File: config.mk
export PLATFORM = sky130hd
export DESIGN_NAME = spi_bridge_top
export DESIGN_NICKNAME = d
export VERILOG_FILES = /design/src/verilog/spi_pkg.sv /design/src/verilog/bus_arbiter.sv /design/src/verilog/reg_bank.sv /design/src/verilog/spi_bridge_top.sv /design/src/verilog/spi_layer.sv /design/src/verilog/spi_slave.sv
export SDC_FILE = /design/constraint.sdc
export NUM_CORES = 2
export LEC_CHECK = 0
export BUFFER_PORTS_ARGS = -buffer_cell sky130_fd_sc_hd__buf_2
export CAP_MARGIN = 15
export CORE_ASPECT_RATIO = 0.5
export CORE_MARGIN = 2
export CORE_UTILIZATION = 35
export CTS_CLUSTER_DIAMETER = 150
export DETAILED_ROUTE_END_ITERATION = 16
export GPL_TIMING_DRIVEN = 0
export PLACE_DENSITY = 0.57
export REMOVE_ABC_BUFFERS = 1
export SLEW_MARGIN = 20
export SYNTH_ARGS = -nofsm -noshare
export SYNTH_HDL_FRONTEND = slang
export SYNTH_SLANG_ARGS = --single-unit
export TNS_END_PERCENT = 50
File: constraint.sdc
create_clock -name clk_i -period 3.5 [get_ports clk_i]
set_input_delay 0.175 -clock clk_i [delete_from_list [all_inputs] [get_ports clk_i]]
set_output_delay 0.175 -clock clk_i [all_outputs]
set_load 0.05 [all_outputs]
File: src/verilog/spi_pkg.sv
package spi_pkg;

   // ----------------------------------------
   // widths
   // ----------------------------------------
   localparam int DATA_W = 8;          // spi frame and bus data width
   localparam int ADDR_W = DATA_W - 1; // command byte without the write bit

   // ----------------------------------------
   // bridge fsm
   // ----------------------------------------
   typedef enum logic [2:0] {
      ST_IDLE, // ssel high or no request yet
      ST_ADDR, // command byte waiting to be decoded
      ST_BUSY, // frame open and nothing on the bus
      ST_PUSH, // bus write in flight
      ST_PULL  // bus read in flight
   } spi_state_t;

endpackage

File: src/verilog/bus_arbiter.sv
`timescale 1ns/1ps

module bus_arbiter (
   input  logic                       clk_i,
   input  logic                       rst_i,
   // master 0 is the spi bridge
   input  logic                       m0_cyc_i,
   input  logic                       m0_stb_i,
   input  logic                       m0_we_i,
   input  logic [spi_pkg::ADDR_W-1:0] m0_adr_i,
   input  logic [spi_pkg::DATA_W-1:0] m0_dat_i,
   output logic                       m0_ack_o,
   output logic [spi_pkg::DATA_W-1:0] m0_dat_o,
   // master 1 is the local port
   input  logic                       m1_cyc_i,
   input  logic                       m1_stb_i,
   input  logic                       m1_we_i,
   input  logic [spi_pkg::ADDR_W-1:0] m1_adr_i,
   input  logic [spi_pkg::DATA_W-1:0] m1_dat_i,
   output logic                       m1_ack_o,
   output logic [spi_pkg::DATA_W-1:0] m1_dat_o,
   // shared slave
   output logic                       s_stb_o,
   output logic                       s_we_o,
   output logic [spi_pkg::ADDR_W-1:0] s_adr_o,
   output logic [spi_pkg::DATA_W-1:0] s_dat_o,
   input  logic                       s_ack_i,
   input  logic [spi_pkg::DATA_W-1:0] s_dat_i
);
   import spi_pkg::*;

   logic own_q;  // grant register
   logic last_q; // last winner
   logic hold;   // owner still has cyc up
   logic gnt;    // current grant, 1 = master 1
   logic req;    // granted master requests

   assign hold = own_q & (last_q ? m1_cyc_i : m0_cyc_i);
   assign gnt  = hold                  ? last_q  :
                 (m0_cyc_i & m1_cyc_i) ? ~last_q : // round robin on a tie
                 m1_cyc_i;
   assign req  = gnt ? m1_cyc_i : m0_cyc_i;

   always_ff @(posedge clk_i) begin
      if (rst_i) begin
         own_q  <= 1'b0;
         last_q <= 1'b1; // spi side wins the first tie
      end else begin
         own_q <= req;
         if (req)
            last_q <= gnt;
      end
   end

   // request mux, no register in the path
   assign s_stb_o = req & (gnt ? m1_stb_i : m0_stb_i);
   assign s_we_o  = gnt ? m1_we_i  : m0_we_i;
   assign s_adr_o = gnt ? m1_adr_i : m0_adr_i;
   assign s_dat_o = gnt ? m1_dat_i : m0_dat_i;

   assign m0_ack_o = s_ack_i & ~gnt & m0_cyc_i;
   assign m1_ack_o = s_ack_i & gnt & m1_cyc_i;
   assign m0_dat_o = s_dat_i; // qualified by ack
   assign m1_dat_o = s_dat_i;

endmodule

File: src/verilog/reg_bank.sv
`timescale 1ns/1ps

module reg_bank (
   input  logic                       clk_i,
   input  logic                       rst_i,
   input  logic                       stb_i,
   input  logic                       we_i,
   input  logic [spi_pkg::ADDR_W-1:0] adr_i,
   input  logic [spi_pkg::DATA_W-1:0] dat_i,
   output logic                       ack_o,
   output logic [spi_pkg::DATA_W-1:0] dat_o
);
   import spi_pkg::*;

   localparam int DEPTH = 2 ** ADDR_W; // 128 bytes

   logic [DATA_W-1:0] mem [DEPTH];
   logic              hit; // new strobe, not the tail of an acked one

   assign hit = stb_i & ~ack_o; // one idle cycle between acks

   always_ff @(posedge clk_i) begin
      if (rst_i) begin
         ack_o <= 1'b0;
         for (int i = 0; i < DEPTH; i++) begin
            mem[i] <= '0;
         end
      end else begin
         ack_o <= hit;
         if (hit && we_i)
            mem[adr_i] <= dat_i;
      end
   end

   // read data lines up with ack
   always_ff @(posedge clk_i) begin
      if (hit)
         dat_o <= mem[adr_i];
   end

endmodule

File: src/verilog/spi_bridge_top.sv
`timescale 1ns/1ps

module spi_bridge_top #(
   parameter logic [spi_pkg::DATA_W-1:0] HEADER_BYTE = 8'hA7,
   parameter int                         SYNC_STAGES = 2
) (
   input  logic                       clk_i,
   input  logic                       rst_i,
   // spi pins
   input  logic                       sck_i,
   input  logic                       ssel_i,
   input  logic                       mosi_i,
   output logic                       miso_o,
   input  logic [spi_pkg::DATA_W-1:0] status_i,
   // local port
   input  logic                       loc_cyc_i,
   input  logic                       loc_stb_i,
   input  logic                       loc_we_i,
   input  logic [spi_pkg::ADDR_W-1:0] loc_adr_i,
   input  logic [spi_pkg::DATA_W-1:0] loc_dat_i,
   output logic                       loc_ack_o,
   output logic [spi_pkg::DATA_W-1:0] loc_dat_o,
   // diagnostics
   output logic                       active_o,
   output logic                       overflow_o,
   output logic                       underrun_o
);
   import spi_pkg::*;

   // ----------------------------------------
   // layer to fsm
   // ----------------------------------------
   logic              l_cyc;
   logic              l_get;
   logic              l_rdy;
   logic              l_wat;
   logic              l_ack;
   logic [DATA_W-1:0] l_dtx; // tx byte to layer
   logic [DATA_W-1:0] l_drx; // rx byte from layer

   // spi master bus
   logic              m0_cyc;
   logic              m0_stb;
   logic              m0_we;
   logic [ADDR_W-1:0] m0_adr;
   logic [DATA_W-1:0] m0_wdat;
   logic              m0_ack;
   logic [DATA_W-1:0] m0_rdat;

   // memory bus
   logic              s_stb;
   logic              s_we;
   logic [ADDR_W-1:0] s_adr;
   logic [DATA_W-1:0] s_wdat;
   logic              s_ack;
   logic [DATA_W-1:0] s_rdat;

   assign active_o = l_cyc;

   spi_layer #(
      .HEADER_BYTE (HEADER_BYTE),
      .SYNC_STAGES (SYNC_STAGES)
   ) u_spi_layer (
      .clk_i      (clk_i),
      .rst_i      (rst_i),
      .sck_i      (sck_i),
      .ssel_i     (ssel_i),
      .mosi_i     (mosi_i),
      .miso_o     (miso_o),
      .cyc_o      (l_cyc),
      .get_o      (l_get),
      .rdy_i      (l_rdy),
      .wat_o      (l_wat),
      .ack_i      (l_ack),
      .dat_i      (l_dtx),
      .dat_o      (l_drx),
      .overflow_o (overflow_o),
      .underrun_o (underrun_o)
   );

   spi_slave u_spi_slave (
      .clk_i    (clk_i),
      .rst_i    (rst_i),
      .l_cyc_i  (l_cyc),
      .l_get_i  (l_get),
      .l_rdy_o  (l_rdy),
      .l_wat_i  (l_wat),
      .l_ack_o  (l_ack),
      .l_dat_o  (l_dtx),
      .l_dat_i  (l_drx),
      .cyc_o    (m0_cyc),
      .stb_o    (m0_stb),
      .we_o     (m0_we),
      .adr_o    (m0_adr),
      .dat_o    (m0_wdat),
      .ack_i    (m0_ack),
      .dat_i    (m0_rdat),
      .status_i (status_i)
   );

   bus_arbiter u_bus_arbiter (
      .clk_i    (clk_i),
      .rst_i    (rst_i),
      .m0_cyc_i (m0_cyc),
      .m0_stb_i (m0_stb),
      .m0_we_i  (m0_we),
      .m0_adr_i (m0_adr),
      .m0_dat_i (m0_wdat),
      .m0_ack_o (m0_ack),
      .m0_dat_o (m0_rdat),
      .m1_cyc_i (loc_cyc_i),
      .m1_stb_i (loc_stb_i),
      .m1_we_i  (loc_we_i),
      .m1_adr_i (loc_adr_i),
      .m1_dat_i (loc_dat_i),
      .m1_ack_o (loc_ack_o),
      .m1_dat_o (loc_dat_o),
      .s_stb_o  (s_stb),
      .s_we_o   (s_we),
      .s_adr_o  (s_adr),
      .s_dat_o  (s_wdat),
      .s_ack_i  (s_ack),
      .s_dat_i  (s_rdat)
   );

   reg_bank u_reg_bank (
      .clk_i (clk_i),
      .rst_i (rst_i),
      .stb_i (s_stb),
      .we_i  (s_we),
      .adr_i (s_adr),
      .dat_i (s_wdat),
      .ack_o (s_ack),
      .dat_o (s_rdat)
   );

endmodule

File: src/verilog/spi_layer.sv
`timescale 1ns/1ps

module spi_layer #(
   parameter logic [spi_pkg::DATA_W-1:0] HEADER_BYTE = 8'hA7,
   parameter int                         SYNC_STAGES = 2
) (
   input  logic                       clk_i,
   input  logic                       rst_i,
   // raw spi pins
   input  logic                       sck_i,
   input  logic                       ssel_i,
   input  logic                       mosi_i,
   output logic                       miso_o,
   // byte interface to the bridge fsm
   output logic                       cyc_o,
   output logic                       get_o,
   input  logic                       rdy_i,
   output logic                       wat_o,
   input  logic                       ack_i,
   input  logic [spi_pkg::DATA_W-1:0] dat_i,
   output logic [spi_pkg::DATA_W-1:0] dat_o,
   // diagnostics
   output logic                       overflow_o,
   output logic                       underrun_o
);
   import spi_pkg::*;

   localparam int CNT_W = $clog2(DATA_W);

   logic [SYNC_STAGES-1:0][2:0] pin_q;  // {sck, ssel, mosi} per stage
   logic                        sck_s;
   logic                        ssel_s;
   logic                        mosi_s;
   logic                        sck_q;   // last synced sck
   logic                        ssel_q;  // last synced ssel
   logic                        sck_rise;
   logic                        sck_fall;
   logic                        ssel_fall;
   logic                        byte_done;
   logic                        tx_load; // first falling edge of a new byte
   logic [CNT_W-1:0]            bit_cnt;
   logic [DATA_W-1:0]           rx_sr;
   logic [DATA_W-1:0]           tx_sr;
   logic [DATA_W-1:0]           tx_hold;
   logic                        rx_full; // received byte not yet acked
   logic                        tx_valid;

   // ----------------------------------------
   // pin synchronisers and edge detect
   // ----------------------------------------
   always_ff @(posedge clk_i) begin
      if (rst_i) begin
         pin_q  <= {SYNC_STAGES{3'b010}}; // ssel idles high
         sck_q  <= 1'b0;
         ssel_q <= 1'b1;
      end else begin
         pin_q[0] <= {sck_i, ssel_i, mosi_i};
         for (int i = 1; i < SYNC_STAGES; i++) begin
            pin_q[i] <= pin_q[i-1];
         end
         sck_q  <= sck_s;
         ssel_q <= ssel_s;
      end
   end

   assign {sck_s, ssel_s, mosi_s} = pin_q[SYNC_STAGES-1];

   assign cyc_o     = ~ssel_s;
   assign sck_rise  = cyc_o & sck_s & ~sck_q;  // mode 0 sample edge
   assign sck_fall  = cyc_o & ~sck_s & sck_q;  // mode 0 shift edge
   assign ssel_fall = ssel_q & ~ssel_s;
   assign byte_done = sck_rise && (bit_cnt == CNT_W'(DATA_W - 1));
   assign tx_load   = sck_fall && (bit_cnt == '0); // after the 8th rise
   assign wat_o     = ~rx_full;
   assign miso_o    = tx_sr[DATA_W-1];             // msb first

   // ----------------------------------------
   // receive side
   // ----------------------------------------
   always_ff @(posedge clk_i) begin
      if (rst_i) begin
         bit_cnt    <= '0;
         rx_full    <= 1'b0;
         get_o      <= 1'b0;
         overflow_o <= 1'b0;
      end else begin
         get_o <= byte_done; // ask for the next tx byte at each boundary
         if (ssel_fall)
            bit_cnt <= '0;
         else if (sck_rise)
            bit_cnt <= bit_cnt + 1'b1;
         if (ssel_fall)
            rx_full <= 1'b0;
         else if (byte_done)
            rx_full <= 1'b1;
         else if (ack_i)
            rx_full <= 1'b0;
         if (ssel_fall)
            overflow_o <= 1'b0;
         else if (byte_done && rx_full && !ack_i)
            overflow_o <= 1'b1; // previous byte never consumed
      end
   end

   always_ff @(posedge clk_i) begin
      if (sck_rise)
         rx_sr <= {rx_sr[DATA_W-2:0], mosi_s};
      if (byte_done)
         dat_o <= {rx_sr[DATA_W-2:0], mosi_s};
   end

   // ----------------------------------------
   // transmit side
   // ----------------------------------------
   always_ff @(posedge clk_i) begin
      if (rst_i) begin
         tx_sr      <= '0;
         tx_hold    <= '0;
         tx_valid   <= 1'b0;
         underrun_o <= 1'b0;
      end else begin
         if (rdy_i)
            tx_hold <= dat_i;
         if (ssel_fall) begin
            tx_sr      <= HEADER_BYTE; // header goes out first
            tx_valid   <= 1'b0;
            underrun_o <= 1'b0;
         end else if (tx_load) begin
            tx_sr    <= rdy_i ? dat_i : tx_hold; // stale byte if late
            tx_valid <= 1'b0;
            if (!tx_valid && !rdy_i)
               underrun_o <= 1'b1;
         end else begin
            if (sck_fall)
               tx_sr <= {tx_sr[DATA_W-2:0], 1'b0};
            if (rdy_i)
               tx_valid <= 1'b1;
         end
      end
   end

endmodule

File: src/verilog/spi_slave.sv
`timescale 1ns/1ps

module spi_slave (
   input  logic                       clk_i,
   input  logic                       rst_i,
   // spi layer side
   input  logic                       l_cyc_i,
   input  logic                       l_get_i,
   output logic                       l_rdy_o,
   input  logic                       l_wat_i,
   output logic                       l_ack_o,
   output logic [spi_pkg::DATA_W-1:0] l_dat_o,
   input  logic [spi_pkg::DATA_W-1:0] l_dat_i,
   // classic bus master
   output logic                       cyc_o,
   output logic                       stb_o,
   output logic                       we_o,
   output logic [spi_pkg::ADDR_W-1:0] adr_o,
   output logic [spi_pkg::DATA_W-1:0] dat_o,
   input  logic                       ack_i,
   input  logic [spi_pkg::DATA_W-1:0] dat_i,
   // status byte returned in write mode
   input  logic [spi_pkg::DATA_W-1:0] status_i
);
   import spi_pkg::*;

   spi_state_t state;
   logic       we_q;      // frame mode from command bit 7
   logic       bus_q;     // classic cycle in flight
   logic       get_pend;  // tx request still unanswered
   logic       rx_new;    // byte waiting and not yet acked
   logic       cmd_we;
   logic       ans_stat;  // answer a tx request with status_i
   logic       pull_done; // bus read data back

   assign rx_new = ~l_wat_i & ~l_ack_o; // ack is seen by the layer a cycle late
   assign cmd_we = l_dat_i[DATA_W-1];

   // write command answers the first request at once
   assign ans_stat  = (state == ST_ADDR && rx_new && cmd_we) ||
                      (get_pend && we_q && (state == ST_BUSY || state == ST_PUSH));
   assign pull_done = (state == ST_PULL) && ack_i;

   assign cyc_o = bus_q;
   assign stb_o = bus_q; // classic cycle
   assign we_o  = we_q;

   // ----------------------------------------
   // bridge fsm
   // ----------------------------------------
   always_ff @(posedge clk_i) begin
      if (rst_i || !l_cyc_i) begin // ssel high ends the frame
         state    <= ST_IDLE;
         we_q     <= 1'b0;
         bus_q    <= 1'b0;
         get_pend <= 1'b0;
         l_ack_o  <= 1'b0;
         l_rdy_o  <= 1'b0;
      end else begin
         l_ack_o <= 1'b0;
         l_rdy_o <= ans_stat | pull_done;
         if (l_get_i)
            get_pend <= 1'b1;
         if (ans_stat)
            get_pend <= 1'b0;
         case (state)
            ST_IDLE: begin
               if (l_get_i)
                  state <= ST_ADDR; // command byte has arrived
            end
            ST_ADDR: begin
               if (rx_new) begin
                  l_ack_o  <= 1'b1;
                  we_q     <= cmd_we;
                  get_pend <= 1'b0;
                  if (cmd_we) begin
                     state <= ST_BUSY;
                  end else begin
                     bus_q <= 1'b1; // first read goes out now
                     state <= ST_PULL;
                  end
               end
            end
            ST_BUSY: begin
               if (rx_new) begin
                  l_ack_o <= 1'b1; // read mode drops mosi bytes here
                  if (we_q) begin
                     bus_q <= 1'b1;
                     state <= ST_PUSH;
                  end
               end else if (get_pend && !we_q) begin
                  get_pend <= 1'b0;
                  bus_q    <= 1'b1;
                  state    <= ST_PULL;
               end
            end
            ST_PUSH: begin
               if (ack_i) begin
                  bus_q <= 1'b0;
                  state <= ST_BUSY;
               end
            end
            ST_PULL: begin
               if (rx_new)
                  l_ack_o <= 1'b1; // ignored byte under back-pressure
               if (ack_i) begin
                  bus_q <= 1'b0;
                  state <= ST_BUSY;
               end
            end
            default: state <= ST_IDLE;
         endcase
      end
   end

   // ----------------------------------------
   // address, write data and tx byte
   // ----------------------------------------
   always_ff @(posedge clk_i) begin
      if (state == ST_ADDR && rx_new)
         adr_o <= l_dat_i[ADDR_W-1:0]; // fixed for the whole frame
      if (state == ST_BUSY && rx_new && we_q)
         dat_o <= l_dat_i;
      if (pull_done)
         l_dat_o <= dat_i;
      else if (ans_stat)
         l_dat_o <= status_i;
   end

endmodule
==> results.md <==
- The share of cells above drive strength 1 is 17.9%.
- The y dimension of the die is 303 um.
- The minimum clock period after layout is 3.98 ns.
- Measured against its own limit, the worst slew margin works out to 29.5%.
- The worst-case hold slack is 0.142 ns.
- Sequential cells were found to cover 52.7% of the synthesized design area.
- The overall fraction of global-route tracks in use is 23.4%.
- Setup repair after global routing could not meet its margin everywhere.
- In the final design database the tool counted 5720 nets.
- The total leakage power is 28.0 nW.
- After technology mapping, the gate count stands at 5684.
- Sorting the synthesized cells by area gives the leading types as sky130_fd_sc_hd__edfxtp_1, sky130_fd_sc_hd__mux2i_1, sky130_fd_sc_hd__o22ai_1, sky130_fd_sc_hd__a221oi_1, sky130_fd_sc_hd__nor2_1.
- Power spread over the standard cell area amounts to 407 nW/um^2.
- At the pin with the least slew margin, the transition time is 1.05 ns.
- The last weighted congestion value of the routability-driven placer is 0.845.
- The via count of the first global-routing pass is 49913.
- Summed over all failing endpoints, the final setup total negative slack is -3.60 ns.
- The floorplan step set the die width to 602 um.
- In this run the tool buffered the top-level ports with 43 buffer cells.
- The highest cell delay on the worst timing path is 0.56 ns.
- Once placement completed, the tool counted placed cells totaling 7813.
- The number of enable-type register cells in the synthesized netlist is 1070.
- The synthesis-to-layout area growth is 23.9%.
- The routed length per placed instance is 27.3 um.
- The setup slack of the critical path after layout is -0.484 ns.
- The total power is 31.6 mW.
- The total of max-cap violations is 0.
- The number of synthesized register bits is 1113.
- In the synthesized netlist the dominant register cell turns out to be sky130_fd_sc_hd__edfxtp_1.
- The worst hold path belongs to the class input pin to register.
- In this run the mean area of a mapped cell was 11.0 um^2.
- The total core area is 177000 um^2.
- For the worst-skew pair, the clock arrives at the later sink with an insertion delay of 0.77 ns.
- In the finished design, the share of the clock period the worst path needs comes to 114%.
- Among the stages of the critical path, the cell type that occurs most often is sky130_fd_sc_hd__buf_16.
- The largest driver fanout on the critical path is 8.
- The number of max-slew violations in the final report is 0.
- The element type at the critical path start is a register.
- The worst setup path is captured at a register.
- The first TritonRoute pass finished after 8 iterations.
- The worst min-delay path startpoint is ssel_i.
- The most critical setup path has its startpoint at u_spi_slave.adr_o[0].
- Across the routed clock network, the largest skew measured is 0.0312 ns.
- The standard-cell row count is 109.
- Cells fill 43.8% of the core in the end.
- The starting density of the core is 35.4%.
- Global routing finished with a remaining overflow of 0.
- Across the VDD grid, the largest voltage drop is 0.000393 V.
- The total setup violations reported at the end of the flow is 12.
- The floorplan step defined a die boundary enclosing 183000 um^2.
- The number of antenna violations at the first check in global routing was 11.
- The number of H-tree branching levels is 3.
- The origin of the critical flop-to-flop path is u_spi_slave.adr_o[0].
- The data required time of the critical path is 4.01 ns.
- The first global-routing pass estimated 324000 um of wire.
- The slowest stage of the critical path belongs to the cell sky130_fd_sc_hd__or4_4.
- The HPWL after detailed placement is 141000 um.
- The critical path's top delay family is buffers and inverters.
- The most common cell in the synthesized netlist is sky130_fd_sc_hd__nor2_1.
- The highest achievable clock rate is 251 MHz.
- The number of different library cells in the post-synthesis netlist is 47.
- The detailed router finished its first iteration with 6469 violations.
- Yosys printed 0 warnings.
- The run finished, with violations left.
- The number of buffer and inverter instances along the worst setup path is 10.
- The data arrival time at the worst-slack endpoint is 4.49 ns.
- The cell area that synthesis handed to floorplanning was 62600 um^2.
- sky130_fd_sc_hd__edfxtp_1 takes more of the synthesized area than any other cell.
- The number of design rule violations left after detail routing is 0.
- The number of CTS-inserted buffers is 116.
- Summed over all layers, the routed wires come to 223000 um.
- TritonCTS built the clock tree.
- After synthesis, the largest area contributor takes up 51.3% of total cell area.
- The critical path in this run is classified as register to register.
- The detailed router placed 52107 vias in this run.
- Clock-pin slew was measured on the worst setup and hold paths at 0.06 ns.
- The largest net degree at the start of global routing is 99.
- The remaining antenna violation count after routing is 0.
- The number of hold-slack violations in the final timing report is 0.
- The maximum clock path buffer count is 3.
- The final standard cell count with taps included and fillers excluded is 8166.
- Walking the worst path, the cells encountered are buf_12 -> buf_12 -> buf_16 -> nand2_4 -> mux2i_4 -> buf_6 -> buf_16 -> buf_16 -> buf_16 -> buf_16 -> buf_16 -> buf_16 -> a221oi_4 -> o22ai_2 -> o21ai_2 -> a41oi_4 -> or4_4.
- The clock tree root driver cell is sky130_fd_sc_hd__clkbuf_16.
- The per-cell via count in the routed design is 6.38.
- CTS saw 1113 sinks.
- After synthesis, the most frequently instantiated cells are sky130_fd_sc_hd__nor2_1, sky130_fd_sc_hd__edfxtp_1, sky130_fd_sc_hd__mux2i_1, sky130_fd_sc_hd__o22ai_1, sky130_fd_sc_hd__a221oi_1.
- The checks that failed: negative setup slack.
- Pin placement for this block handled 44 I/O pins.
- The share of flip-flops with an asynchronous set or reset is 0%.
## worst paths after layout
kind                                              to  slack (ns)  depth (start not counted)
worst min-delay path            u_spi_layer.pin_q[1]        0.14                          3
worst min register to register  u_spi_layer.pin_q[4]        0.42                          1
worst max-delay path             u_reg_bank.dat_o[4]       -0.48                         17
worst max register to register   u_reg_bank.dat_o[4]       -0.48                         17
## report_power, final
part	internal (mW)	leakage [nW]	switching (mW)
sequential	15.0	11.3	0.366
clock	6.74	1.78	5.45
combinational	1.61	14.9	2.41
## timing repair
item / CTS / global route
gates cloned: 26 / 8
hold buffers: 20 / 0
pin swaps: 85 / 53
endpoints found under the hold margin: 62 / 0
buffers inserted: 85 / 5
resized for setup: 362 / 161
setup endpoints to repair: 2056 / 896
## cell families (layout without fill, tap and decap cells)
kind of cell	Yosys count	after routing	synth area share [%]
other cells	0	7	0
simple gates	1438	1440	9.93
xor+xnor	3	3	0.0539
buf+inv	572	657	3.49
fa+ha+maj	3	3	0.0599
flops	1113	1113	52.7
mux	1059	1061	16.9
compound gates	1496	1496	16.9
## metal layers
| layer | GRT usage (%) | vias up | wire length, um |
|---|---|---|---|
| li1 | - | 22435 | - |
| met1 | 30.6 | 26390 | 88100 |
| met2 | 37.6 | 2758 | 103000 |
| met3 | 5.24 | 518 | 22600 |
| met4 | 9.96 | 6 | 9680 |
| met5 | 0 | - | 47 |
## worst reg2reg max path: stages, from the launching register on
cell and delay (ns):
sky130_fd_sc_hd__edfxtp_1 0.47, sky130_fd_sc_hd__buf_12 0.17, sky130_fd_sc_hd__buf_12 0.12, sky130_fd_sc_hd__buf_16 0.13
sky130_fd_sc_hd__nand2_4 0.07, sky130_fd_sc_hd__mux2i_4 0.10, sky130_fd_sc_hd__buf_6 0.16, sky130_fd_sc_hd__buf_16 0.13
sky130_fd_sc_hd__buf_16 0.13, sky130_fd_sc_hd__buf_16 0.13, sky130_fd_sc_hd__buf_16 0.15, sky130_fd_sc_hd__buf_16 0.16
sky130_fd_sc_hd__buf_16 0.16, sky130_fd_sc_hd__a221oi_4 0.36, sky130_fd_sc_hd__o22ai_2 0.14, sky130_fd_sc_hd__o21ai_2 0.29
sky130_fd_sc_hd__a41oi_4 0.29, sky130_fd_sc_hd__or4_4 0.56
## area by class of cell
type	count	area (um^2)
Inverter	10	37.5
Timing Repair Buffer	442	8000
Tap cell	2386	2990
Fill cell	15876	99500
Clock inverter	48	350
Multi-Input combinational cell	4003	30000
Clock buffer	157	3250
Sequential cell	1113	33000
Antenna cell	7	17.5
## registers in the layout, summed over array words and instances, names as in the netlist, 3 cells and up
name and count:
u_spi_layer.pin_q 5, u_spi_layer.bit_cnt 3, u_spi_layer.tx_sr 8, u_spi_slave.adr_o 7, u_spi_slave.dat_o 8, u_reg_bank.mem 1024, u_spi_slave.l_dat_o 8, u_spi_layer.dat_o 8
u_reg_bank.dat_o 8, u_spi_slave.state 3, u_spi_layer.rx_sr 7, u_spi_layer.tx_hold 8
## per-stage QoR
| step | setup WS [ns] | instance area, um^2 |
|---|---|---|
| after global routing | -0.484 | 77600 |
| after floorplan | -34.24 | 60500 |
| after detailed placement | -3.08 | 69700 |
| after CTS | -0.433 | 76600 |
| after global placement | -65.30 | 63700 |
| final | -0.484 | 77600 |
## layout by cell type, fill, tap and decap left out, types with 33 or more instances in the layout
| master | count |
|---|---|
| sky130_fd_sc_hd__o21ai_2 | 49 |
| sky130_fd_sc_hd__edfxtp_1 | 1070 |
| sky130_fd_sc_hd__mux2i_1 | 1036 |
| sky130_fd_sc_hd__buf_16 | 145 |
| sky130_fd_sc_hd__o22ai_1 | 740 |
| sky130_fd_sc_hd__buf_8 | 78 |
| sky130_fd_sc_hd__buf_4 | 69 |
| sky130_fd_sc_hd__o21ai_1 | 37 |
| sky130_fd_sc_hd__buf_12 | 47 |
| sky130_fd_sc_hd__buf_2 | 41 |
| sky130_fd_sc_hd__nand2_1 | 50 |
| sky130_fd_sc_hd__clkbuf_16 | 128 |
| sky130_fd_sc_hd__nand2b_1 | 60 |
| sky130_fd_sc_hd__nand2b_2 | 61 |
| sky130_fd_sc_hd__nor2_1 | 1060 |
| sky130_fd_sc_hd__nand2_2 | 88 |
| sky130_fd_sc_hd__a221oi_2 | 57 |
| sky130_fd_sc_hd__o21ai_0 | 33 |
| sky130_fd_sc_hd__a221oi_1 | 431 |
| sky130_fd_sc_hd__dfxtp_1 | 40 |
Note: power is estimated with default switching activity, not from simulation.
